`src/fifo_params.svh`:
```
// FIFO_DEPTH must be a power of two and at least 4 and the almost thresholds are counts in words
`ifndef FIFO_PARAMS_SVH
`define FIFO_PARAMS_SVH

// Bits per stored word
`define FIFO_WIDTH 8

// Words of storage
// Power of two only, since the pointers wrap by overflow
`define FIFO_DEPTH 8

// Address bits follow the depth
`define FIFO_ADDR_BITS $clog2(`FIFO_DEPTH)

// almost_full is high at or above this level
`define FIFO_ALMOST_FULL 6

// almost_empty is high at or below this level
`define FIFO_ALMOST_EMPTY 1

`endif

```
`src/fifo_pkg.sv`:
```
// Types are sized from the macros in fifo_params.svh and change only by editing that header
`include "fifo_params.svh"

package fifo_pkg;

  // One stored word
  typedef logic [`FIFO_WIDTH-1:0] data_t;

  // RAM address covering every slot once
  typedef logic [`FIFO_ADDR_BITS-1:0] addr_t;

  // Pointer with one extra wrap bit on top
  // Equal pointers mean empty
  // Only the wrap bit differing means full
  typedef logic [`FIFO_ADDR_BITS:0] ptr_t;

  // Stored-word count
  // Needs the extra bit to hold the full depth itself
  typedef logic [`FIFO_ADDR_BITS:0] level_t;

endpackage

```
`src/fifo_memory_if.sv`:
```
// Carries one write port and one read port of the RAM and assumes a combinational read path
`timescale 1ns/1ps

interface fifo_memory_if;
  import fifo_pkg::*;

  // Write port
  logic  write_enable;
  addr_t write_address;
  data_t write_data;

  // Read port
  // read_enable marks a valid head word and is not used for the read itself
  logic  read_enable;
  addr_t read_address;
  data_t read_data;

  // Pointer side drives addresses and write data
  modport controller (
    output write_enable,
    output write_address,
    output write_data,
    output read_enable,
    output read_address,
    input  read_data
  );

  // Storage side returns the addressed word
  modport memory (
    input  write_enable,
    input  write_address,
    input  write_data,
    input  read_enable,
    input  read_address,
    output read_data
  );

endinterface

```
`src/fifo_controller.sv`:
```
// Strobes must already be qualified by full and empty since the pointers advance on them blindly
`timescale 1ns/1ps

module fifo_controller (
  input  logic              clock,
  input  logic              reset,
  input  logic              write_enable,
  input  logic              read_enable,
  output logic              full,
  output logic              empty,
  input  fifo_pkg::data_t   write_data,
  output fifo_pkg::data_t   read_data,
  fifo_memory_if.controller mem
);
  import fifo_pkg::*;

  // Pointers with wrap bit
  ptr_t write_pointer;
  ptr_t read_pointer;

  // Low pointer bits used as RAM addresses
  addr_t write_address;
  addr_t read_address;

  // High when the pointers are on different laps
  logic wrap_differs;

  // Write pointer moves on each accepted write
  always_ff @(posedge clock) begin
    if (reset) begin
      write_pointer <= '0;
    end else if (write_enable) begin
      write_pointer <= write_pointer + ptr_t'(1);
    end
  end

  // Read pointer moves on each accepted read
  // New head appears on read_data right after this edge
  always_ff @(posedge clock) begin
    if (reset) begin
      read_pointer <= '0;
    end else if (read_enable) begin
      read_pointer <= read_pointer + ptr_t'(1);
    end
  end

  // Drop the wrap bit for addressing
  assign write_address = addr_t'(write_pointer);
  assign read_address  = addr_t'(read_pointer);

  assign wrap_differs = write_pointer[$bits(ptr_t)-1] ^ read_pointer[$bits(ptr_t)-1];

  // Same slot and same lap
  assign empty = (write_pointer == read_pointer);

  // Same slot but writer one lap ahead
  assign full = wrap_differs && (write_address == read_address);

  // RAM write side
  assign mem.write_enable  = write_enable;
  assign mem.write_address = write_address;
  assign mem.write_data    = write_data;

  // RAM read side
  // Level held while a head word exists
  assign mem.read_enable  = ~empty;
  assign mem.read_address = read_address;

  // Head word straight from the RAM
  assign read_data = mem.read_data;

endmodule

```
`src/fifo_occupancy.sv`:
```
// Thresholds are fixed by the header and the strobes must be the accepted transfers only
`timescale 1ns/1ps
`include "fifo_params.svh"

module fifo_occupancy (
  input  logic             clock,
  input  logic             reset,
  input  logic             write_enable,
  input  logic             read_enable,
  output fifo_pkg::level_t level,
  output logic             almost_full,
  output logic             almost_empty
);
  import fifo_pkg::*;

  // Count after this edge
  level_t level_next;

  // Up on write alone, down on read alone
  always_comb begin
    case ({write_enable, read_enable})
      2'b10:   level_next = level + level_t'(1);
      2'b01:   level_next = level - level_t'(1);
      default: level_next = level;
    endcase
  end

  // Flags taken from the next count
  // so they land on the same edge as level
  always_ff @(posedge clock) begin
    if (reset) begin
      level        <= '0;
      almost_full  <= 1'b0;
      almost_empty <= 1'b1;
    end else begin
      level        <= level_next;
      almost_full  <= (level_next >= level_t'(`FIFO_ALMOST_FULL));
      almost_empty <= (level_next <= level_t'(`FIFO_ALMOST_EMPTY));
    end
  end

endmodule

```
`src/simple_dual_port_ram.sv`:
```
// Storage is not reset and reads are combinational so read_data changes as soon as the address does
`timescale 1ns/1ps

module simple_dual_port_ram (
  input  logic          clock,
  fifo_memory_if.memory mem
);
  import fifo_pkg::*;

  // One slot per address value
  localparam int unsigned SLOTS = 2 ** $bits(addr_t);

  // Word array
  // Contents undefined until written
  data_t storage [SLOTS];

  // Clocked write port
  always_ff @(posedge clock) begin
    if (mem.write_enable) begin
      storage[mem.write_address] <= mem.write_data;
    end
  end

  // Unregistered read port
  // Same-cycle read of a slot being written returns the old word,
  // which never happens here since the head slot is never the write slot
  // unless the queue is empty
  always_comb begin
    mem.read_data = storage[mem.read_address];
  end

endmodule

```
`src/valid_ready_fifo.sv`:
```
// First-word fall-through queue where read_data is only meaningful while read_valid is high
`timescale 1ns/1ps

module valid_ready_fifo (
  input  logic             clock,
  input  logic             reset,
  output logic             full,
  output logic             empty,
  // Write side
  input  fifo_pkg::data_t  write_data,
  input  logic             write_valid,
  output logic             write_ready,
  // Read side
  output fifo_pkg::data_t  read_data,
  output logic             read_valid,
  input  logic             read_ready,
  // Occupancy
  output fifo_pkg::level_t level,
  output logic             almost_full,
  output logic             almost_empty
);

  // Accepted transfers this cycle
  logic write_enable;
  logic read_enable;

  // Ready and valid straight from the queue state
  assign write_ready = ~full;
  assign read_valid  = ~empty;

  // Handshake strobes formed once and shared
  assign write_enable = write_valid & write_ready;
  assign read_enable  = read_valid & read_ready;

  // Bus between pointer logic and storage
  fifo_memory_if memory_bus ();

  // Pointers and status
  fifo_controller controller (
    .clock        (clock),
    .reset        (reset),
    .write_enable (write_enable),
    .read_enable  (read_enable),
    .full         (full),
    .empty        (empty),
    .write_data   (write_data),
    .read_data    (read_data),
    .mem          (memory_bus.controller)
  );

  // Storage with combinational read
  simple_dual_port_ram memory (
    .clock (clock),
    .mem   (memory_bus.memory)
  );

  // Word count and almost flags
  fifo_occupancy occupancy (
    .clock        (clock),
    .reset        (reset),
    .write_enable (write_enable),
    .read_enable  (read_enable),
    .level        (level),
    .almost_full  (almost_full),
    .almost_empty (almost_empty)
  );

endmodule
```
`config.mk`:
```
export PLATFORM = sky130hd
export DESIGN_NAME = valid_ready_fifo
export DESIGN_NICKNAME = d
export VERILOG_FILES = /design/src/fifo_pkg.sv /design/src/fifo_memory_if.sv /design/src/fifo_controller.sv /design/src/fifo_occupancy.sv /design/src/simple_dual_port_ram.sv /design/src/valid_ready_fifo.sv
export VERILOG_INCLUDE_DIRS = /design/src
export SDC_FILE = /design/constraint.sdc
export NUM_CORES = 1
export LEC_CHECK = 0
export BUFFER_PORTS_ARGS = -buffer_cell sky130_fd_sc_hd__buf_4
export CAP_MARGIN = 0
export CORE_MARGIN = 1.5
export CORE_UTILIZATION = 53
export CTS_BUF_LIST = sky130_fd_sc_hd__clkbuf_16
export DETAILED_ROUTE_END_ITERATION = 10
export PLACE_DENSITY = 0.75
export REMOVE_ABC_BUFFERS = 1
export SLEW_MARGIN = 20
export SYNTH_ARGS = -nofsm -noshare
export SYNTH_HDL_FRONTEND = slang
export SYNTH_SLANG_ARGS = --single-unit
```
`constraint.sdc`:
```
create_clock -name clock -period 2.8 [get_ports clock]
set_input_delay 0.42 -clock clock [delete_from_list [all_inputs] [get_ports clock]]
set_output_delay 0.42 -clock clock [all_outputs]
set_load 0.01 [all_outputs]
```
Yosys cells after proc, flatten, opt, wreduce, memory -nomap -nowiden
Memory sizes are Yosys's and may differ from the RTL's. A register that Yosys moved wholly into a read port is not among the register bits.
Index checks and enable logic that the tools add are counted.
Widths: inputs -> output; s select.

storage, ports and cells
  bits in registers = 14
  bits in writable memories = 64
  input port bits = 12
  output and inout port bits = 18
  word-level logic and storage cells = 27
  memories = 1

memories
  memory          words  width  rd ports  clocked after Yosys merged registers in  write ports  RTL line                    RTL
  memory.storage  8      8      1         1                                        1            simple_dual_port_ram.sv:15  data_t storage [SLOTS];

operators by class
  add/sub/neg operators = 4
  magnitude comparators = 2
  equality and inequality tests = 4
  mux-type cells = 5
  bitwise gates (word level) = 5
  reductions and logical operators = 1

operators with widths
  operator             number
  $add 4x1->4 const B  3
  $pmux 4 s2           1
  $mux 3               2
  $eq 4x4->1           1
  $ge 4x3->1 const B   1
  $le 4x1->1 const B   1
  $sub 4x1->4 const B  1
  $eq 3x3->1           1
  $and 1x1->1          2
  $eq 2x1->1 const B   1
  $eq 2x2->1 const B   1
  $mux 1               2
  $not 1->1            2
  $logic_and 1x1->1    1
  $xor 1x1->1          1

Depth between registers and ports, before layout
Gate-level depths: netlist (run 1).

  depth after elaboration = 7
  gate-level depth with buffers = 11
  gate-level depth less buffers = 10

Cells and area by module
Synthesis (run 1) repeated with hierarchy kept, for this count alone.

unflattened totals
  cells, all modules = 208
  area total of the unflattened synthesis = 3,517.1 um^2

modules (own cells, without submodules)
  module                instances  cells each  area an instance (um^2)  seq. area each (um^2)
  simple_dual_port_ram  1          106         2,531.2                  1,921.8
  fifo_controller       1          63          595.6                    160.2
  fifo_occupancy        1          35          370.4                    120.1
  valid_ready_fifo      1          4           20.0                     0.0

Worst setup path after synthesis (run 1)
OpenSTA, ideal clock, no wires.

  path type = register to register
  from = register controller.write_pointer[0]
  to = register occupancy.almost_empty
  setup time = 0.064 ns
  arrival time = 2.813 ns
  data required time = 2.736 ns
  setup slack = -0.078 ns
  cell stages (with the launch flop) = 11
  buffers on the path = 1
  period minus slack after synthesis = 2.878 ns
  path through = dfxtp_1 -> buf_2 -> xor2_1 -> o41ai_4 -> ha_1 -> inv_1 -> fa_1 -> xor2_1 -> a311oi_1 -> or4_1 -> nor2_1

between the ends
  word-level cells in the longest chain between the ends = 7
  elaborated cells between the ends (all ways) = 11
  classes of those cells = order compare: 1; eq/ne: 4; mux: 1; bitwise: 4; reduce/logical: 1

ends and longest elaborated chain
  what                                             RTL line                RTL
  start: declaration                               fifo_controller.sv:18   ptr_t write_pointer;
  start signal: assignment                         fifo_controller.sv:33   write_pointer <= write_pointer + ptr_t'(1);
  $eq 3x3->1                                       fifo_controller.sv:57   assign full = wrap_differs && (write_address == read_address);
  $logic_and 1x1->1                                fifo_controller.sv:57
  $not 1->1                                        valid_ready_fifo.sv:28  assign write_ready = ~full;
  $and 1x1->1                                      valid_ready_fifo.sv:32  assign write_enable = write_valid & write_ready;
  $eq 2x1->1 / $eq 2x2->1 (equally long branches)  fifo_occupancy.sv:21    case ({write_enable, read_enable})
  $pmux 4 s2 (*)                                   fifo_occupancy.sv:21
  $le 4x1->1 (*)                                   fifo_occupancy.sv:38    almost_empty <= (level_next <= level_t'(`FIFO_ALMOST_EMPTY));
  end signal: assignment                           fifo_occupancy.sv:38
  end: declaration                                 fifo_occupancy.sv:12    output logic almost_empty

Every way passes the cells marked *; elsewhere a longest branch is shown, timed or not.
A chain may end at the register's enable or synchronous reset.

Worst setup path in the final report (run 1)
  from = register controller.write_pointer[1]
  to = register occupancy.almost_empty

The elaborated chain is that of the path after synthesis.

==> metrics.cfg, run 1 <==
[floorplanning]
rows = 29
die_w_um = 83.3
dieHeight_um = 83.3
start_util_pct = 54.5
die-area_um2 = 6950
io_pins = 30
core_um2 = 6280

[power]
p_comb_share_pct = 20.8
leakage_nw = 1.51
power_mw = 3.21
p_sw_mw = 0.807
seqPwrFrac_pct = 43.8
power_density_nw_per_um2 = 773
ir_worst_vdd_mv = 0.573
switching_share_pct = 25.1
p_int_mw = 2.41
clockPowerShare_pct = 35.4

[worst_setup_path]
arrival_ns = 2.90
cp_cell_sequence = xor2_2 -> o41ai_4 -> inv_1 -> ha_2 -> ha_1 -> xor2_2 -> a311oi_1 -> or4_1 -> nor2_1
cp.required_ns = 3.07
slowest_stage = or4_1
crit_type = reg2reg
crit_buf_inv = 1
max_stage_delay_ns = 0.52
end_kind = flop
cp_common_cell = xor2_2
startpoint_type = flop
path_max_fanout = 4
cpLargestDelayFamily = simple AND/OR/NAND/NOR gates

[synth]
synthesis.instances = 212
synth_common_cells = edfxtp_1 (64), nor2_1 (19), dfxtp_1 (17)
ys_warn_count = 0
ys.flop_type = edfxtp_1
async_flop_share_pct = 0
synth_top_cell_by_area = edfxtp_1
synth_area_um2 = 3420
synth_top_area_share_pct = 56.2
synth-seq-area-share_pct = 66.1
synthTopCellsByArea = edfxtp_1 (56%), mux4_2 (11%), dfxtp_1 (9.9%)
ys_types = 35
ys_seq_elements = 81
yosysMostFrequentCell = edfxtp_1
synth.avg_cell_area_um2 = 16.1
synth-edff-count = 64

[clock_network]
cts_root_buffer = clkbuf_16
clockBufferDepth = 2
clkTransAtPathRegs_ns = 0.06
tritoncts = yes
cts_hold_buf = 0
numCtsBuffers = 9
clk-insertion-delay-late_ns = 0.33
cts_num_sinks = 81
htree_num_levels = 3

[grt]
grt_usage_pct = 17.9
antenna_found_initial = 0
overflow = 0
grt_max_degree = 23
grt_pass1_vias = 1777
grt_pass1_wl_mm = 9.16

[placed_design]
dp.final_hpwl_mm = 3.67
gp_congestion = 0.843
dp_cells = 324
io_buffers = 29
place_ws_ns = 0.134

[drt]
ant_nets = 0
drcViolationCount = 0
drt_pass1_iterations = 4
via_per_inst = 5.50
drtIter0Drc = 63
avgRoutedWirePerCell_um = 16.9
route.final.wire_length_mm = 5.75
dr_total_vias = 1877

[sta]
final.period_utilization_pct = 93.9
setup_viol = 0
hold_viol = 0
finalMaxSlewViolations = 0
max-slew-margin-rel_pct = 67.6
worstMarginPinSlew_ns = 0.486
fin_tns_setup_ns = 0
max_freq_mhz = 381
worst_slack_ns = 0.172
period_minus_slack_ns = 2.63
finClkSkew_ns = 0.00340

[cells_and_area]
antennaDiodeCount = 0
drive_gt1_share_pct = 38.3
fin_nets = 277
stdcell_count = 341
area_delta_synth_final_pct = 21.4

[job]
max_cap_viol_count = 0

[hold_path]
hp-class = in2reg

[outcome]
status = completed

-- routing by layer --
metal / track usage, % / share of wire [%]
met5: 0 / 0
met4: 7.27 / 1.5
met3: 5.17 / 4.7
met2: 29.3 / 50
met1: 22.6 / 44
-- power by group through the flow --
| stage | clock, mW | combinational [mW] | sequential (mW) |
|---|---|---|---|
| floorplan | 0 | 0.360 | 1.47 |
| global placement | 0 | 0.635 | 1.43 |
| detailed placement | 0 | 0.646 | 1.43 |
| CTS | 1.16 | 0.649 | 1.41 |
| global route | 1.21 | 0.738 | 1.41 |
| finish | 1.14 | 0.669 | 1.41 |
-- worst reg2reg max path, stage by stage, from the launching register on --
cell and delay, ns:
dfxtp_1 0.35, xor2_2 0.23, o41ai_4 0.37, inv_1 0.08, ha_2 0.21, ha_1 0.40
xor2_2 0.21, a311oi_1 0.11, or4_1 0.52, nor2_1 0.10
-- logic make-up (layout without fill, tap and decap cells) --
family | Yosys count | after routing | share of synthesized area, %
AO/OA/AOI/OAI | 16 | 16 | 4.02
multiplexers | 29 | 29 | 14.8
buffers and inverters | 20 | 72 | 2.38
AND/OR/NAND/NOR | 50 | 50 | 7.72
flip-flops | 81 | 81 | 66.1
adder cells (fa/ha/maj) | 6 | 6 | 2.41
XOR/XNOR | 10 | 10 | 2.56
-- repair_timing --
item	CTS	global route
resized for setup	0	9
setup buffers	0	1
setup endpoints to repair	0	1
-- cells in the final DEF (no fill, tap or decap), types with 2 or more instances in the layout --
cell type  netlist  layout
a211oi_1         2       2
a21oi_1          6       5
buf_4            0      46
clkbuf_16        0       9
clkinv_2         0       3
dfxtp_1         17      14
dfxtp_2          0       3
edfxtp_1        64      64
ha_1             5       4
inv_1           10      10
mux2_2           8       8
mux2i_1          4       4
mux4_2          16      16
nand2_1          3       3
nand2b_1         6       6
nand3_1          4       4
nor2_1          19      19
nor3_1           2       2
nor3b_1          2       2
o21ai_0          4       4
o41ai_4          2       2
or2_2            3       3
or3_1            4       4
xnor2_1          2       2
xor2_1           8       5
xor2_2           0       3
-- final timing paths --
check / from / endpoint / slack [ns] / cells past startpoint
worst max-delay path: controller.write_pointer[1] / occupancy.almost_empty / 0.17 / 9
worst min-delay path: write_data[5] / memory.storage[0][5] / 0.32 / 1
worst max register to register: controller.write_pointer[1] / occupancy.almost_empty / 0.17 / 9
worst min register to register: controller.read_pointer[3] / controller.read_pointer[3] / 0.54 / 2
-- metrics by stage --
stage	hold slack [ns]	instance area (µm²)	utilization, %
2_1_floorplan	0.489	3380	-
3_3_place_gp	0.509	3810	60.7
3_5_place_dp	0.540	3810	60.7
4_1_cts	0.309	4110	65.4
5_1_grt	0.313	4150	66.2
6_report	0.319	4150	66.2
-- flip-flops by register name, indices dropped and copies added (netlist names), named ones only --
register                  flops
memory.storage               64
controller.read_pointer       4
controller.write_pointer      4
occupancy.level               4
occupancy.almost_empty        1
occupancy.almost_full         1
-- area by class of cell --
cell class,count,area (µm²)
clock buffer,9,225
clock inverter,7,70.1
fill,456,2120
inverter,10,37.5
multi-input combinational,111,1110
sequential,81,2270
tap,77,96.3
timing repair buffer,46,345
Power figures use the tool's default switching activity.
==> inputs of run 2 (changes only) <==
--- a/config.mk
+++ b/config.mk
@@ -12,9 +12,11 @@
 export CORE_UTILIZATION = 53
 export CTS_BUF_LIST = sky130_fd_sc_hd__clkbuf_16
 export DETAILED_ROUTE_END_ITERATION = 10
+export MAX_ROUTING_LAYER = met4
 export PLACE_DENSITY = 0.75
 export REMOVE_ABC_BUFFERS = 1
 export SLEW_MARGIN = 20
 export SYNTH_ARGS = -nofsm -noshare
 export SYNTH_HDL_FRONTEND = slang
+export SYNTH_HIERARCHICAL = 1
 export SYNTH_SLANG_ARGS = --single-unit
==> constraint.sdc (replaced) <==
create_clock -name clock -period 2.3 [get_ports clock]
set_input_delay 0.345 -clock clock [delete_from_list [all_inputs] [get_ports clock]]
set_output_delay 0.345 -clock clock [all_outputs]
set_load 0.01 [all_outputs]
==> run 2 against run 1 <==
Compared with the run above:
- the flow now finishes with violations (negative setup slack)
- setup slack worse by 0.44 ns
- global-route usage grew 0.65 points
- sequential power is 18% higher
- combinational power up 30%
- wire length rose by 7.5%
- non-clock buffer count grew 21
- total power rose by 27%
- core utilization up 0.65 points
==> metrics.cfg, run 2 <==
[worst_setup_path]
end_kind = flop
crit_type = reg2reg
cp.required_ns = 2.55  ; -0.52 ns
arrival_ns = 2.81  ; -0.09 ns
startpoint_type = flop
path_max_fanout = 2  ; -2

[cells_and_area]
fin_nets = 273  ; -1.4%
largest_reg_flops = 64  ; unchanged
drive_gt1_share_pct = 42.9  ; +4.7 points
area_delta_synth_final_pct = 21.6
top_register = memory/storage
layout_common_cells = buf_4 (64), edfxtp_1 (64), nor2_1 (17), mux4_1 (13), dfxtp_1 (11)
antennaDiodeCount = 0  ; unchanged
final_util_pct = 66.8  ; +0.65 points

[sta]
period_minus_slack_ns = 2.56  ; -0.0647 ns
worst_slack_ns = -0.263  ; -0.435 ns
hold_viol = 0  ; unchanged
setup_viol = 4  ; +4
rsz0062_at_grt = true
finalMaxSlewViolations = 0  ; unchanged
worstMarginPinSlew_ns = 0.354  ; -0.132 ns
max-slew-margin-rel_pct = 76.4  ; +8.8 points
finClkSkew_ns = 0.00749  ; +0.00409 ns
max_freq_mhz = 390  ; +2.5%
final.period_utilization_pct = 111  ; +18 points

[power]
power_density_nw_per_um2 = 952  ; +23%
leakage_nw = 1.63  ; +7.9%
p_int_mw = 3.08  ; +28%
clockPowerShare_pct = 37.7  ; +2.3 points
p_comb_share_pct = 21.4  ; +0.6 points
power_mw = 4.06  ; +27%
ir_worst_vdd_mv = 0.921  ; +61%
seqPwrFrac_pct = 40.9  ; -2.9 points
switching_share_pct = 24.3  ; -0.86 points
p_sw_mw = 0.986  ; +22%

[hold_path]
hp-class = in2reg

[synth]
synthesis.instances = 207  ; -2.4%
synth_area_um2 = 3510  ; +2.6%
ys_warn_count = 6  ; +6
synth.avg_cell_area_um2 = 17.0  ; +5.1%

[drt]
dr_total_vias = 1893  ; +0.85%
route.final.wire_length_mm = 6.18  ; +7.5%
drtIter0Drc = 136  ; +120%
drt_pass1_iterations = 6  ; +2
drcViolationCount = 0  ; unchanged
avgRoutedWirePerCell_um = 18.3  ; +8.5%
ant_nets = 0  ; unchanged
via_per_inst = 5.60  ; +1.7%

[placed_design]
gp_congestion = 0.761  ; -9.7%
dp.final_hpwl_mm = 3.66  ; -0.30%
io_buffers = 29  ; unchanged
place_ws_ns = -0.366  ; -0.500 ns

[clock_network]
cts_num_sinks = 78  ; -3.7%
htree_num_levels = 3  ; unchanged
numCtsBuffers = 9  ; unchanged
tritoncts = yes
clockBufferDepth = 2  ; unchanged
clkTransAtPathRegs_ns = 0.06  ; about the same
cts_root_buffer = clkbuf_16
clk-insertion-delay-late_ns = 0.34  ; about the same

[floorplanning]
die-area_um2 = 7120  ; +2.5%
die_w_um = 84.4  ; +1.3%
dieHeight_um = 84.4  ; +1.3%
rows = 29  ; unchanged
start_util_pct = 55.0  ; +0.48 points
core_um2 = 6390  ; +1.7%
io_pins = 30  ; unchanged

[outcome]
status = finished with violations
violations = negative setup slack

[grt]
antenna_found_initial = 0  ; unchanged
grt_pass1_wl_mm = 9.31  ; +1.7%
overflow = 0  ; unchanged
grt_pass1_vias = 1854  ; +4.3%
grt_usage_pct = 18.6  ; +0.65 points
grt_max_degree = 20  ; -13%

[job]
max_cap_viol_count = 0  ; unchanged

run 2: timing repair:
item	in CTS	in global routing
hold buffers	0	0
buffers inserted	4	10
gates resized for setup	10	6
pin swaps	3	1
endpoints found under the setup margin	12	12
run 2: worst max-delay path: stages (launching register included):
cell and delay, ns:
dfxtp_2 0.33, xnor2_2 0.16, and4b_1 0.22, nor2b_1 0.14, inv_1 0.07, ha_2 0.19, xor2_1 0.16, ha_2 0.19
a21oi_2 0.14, mux2i_2 0.29, mux2_4 0.34, nor4bb_4 0.24
run 2: power groups by stage:
stage | sequential (mW) | combinational [mW] | clock (mW)
finish | 1.66 | 0.870 | 1.53
global route | 1.67 | 0.930 | 1.61
detailed placement | 1.69 | 0.740 | 0
global placement | 1.68 | 0.725 | 0
CTS | 1.66 | 0.765 | 1.55
floorplan | 1.73 | 0.383 | 0
run 2: stage by stage:
| stage | hold WS (ns) | cell area [µm²] | TNS, ns | cells |
|---|---|---|---|---|
| floorplan | 0.414 | 3290 | -27.46 | 178 |
| finish | 0.236 | 4270 | -0.447 | 338 |
| detailed placement | 0.579 | 3790 | -0.808 | 309 |
| global route | 0.236 | 4270 | -0.993 | 338 |
| CTS | 0.227 | 4170 | -0.334 | 328 |
| global placement | 0.567 | 3790 | -0.538 | 309 |
run 2: worst paths after layout:
kind / start / to / slack [ns] / cells past startpoint
max: controller/read_pointer[3] / occupancy/almost_empty / -0.26 / 11
min: write_data[3] / memory/storage[6][3] / 0.24 / 1
max reg2reg: controller/read_pointer[3] / occupancy/almost_empty / -0.26 / 11
min reg2reg: occupancy/level[3] / occupancy/almost_full / 0.63 / 3
run 2: per-layer routing:
metal | vias to the layer above | global-route usage, % | share of wire, %
met5 | - | - | 0
met4 | 0 | 8.36 | 1.7
met3 | 11 | 5.51 | 3.8
met2 | 49 | 27.9 | 49
met1 | 955 | 23.6 | 45
li1 | 878 | - | -
run 2: cell type report:
cell class / count / area, µm²
clock buffer: 9 / 225
clock inverter: 7 / 104
tap: 77 / 96.3
multi-input combinational: 97 / 1080
fill: 439 / 2120
timing repair buffer: 67 / 541
sequential: 78 / 2210
inverter: 3 / 11.3
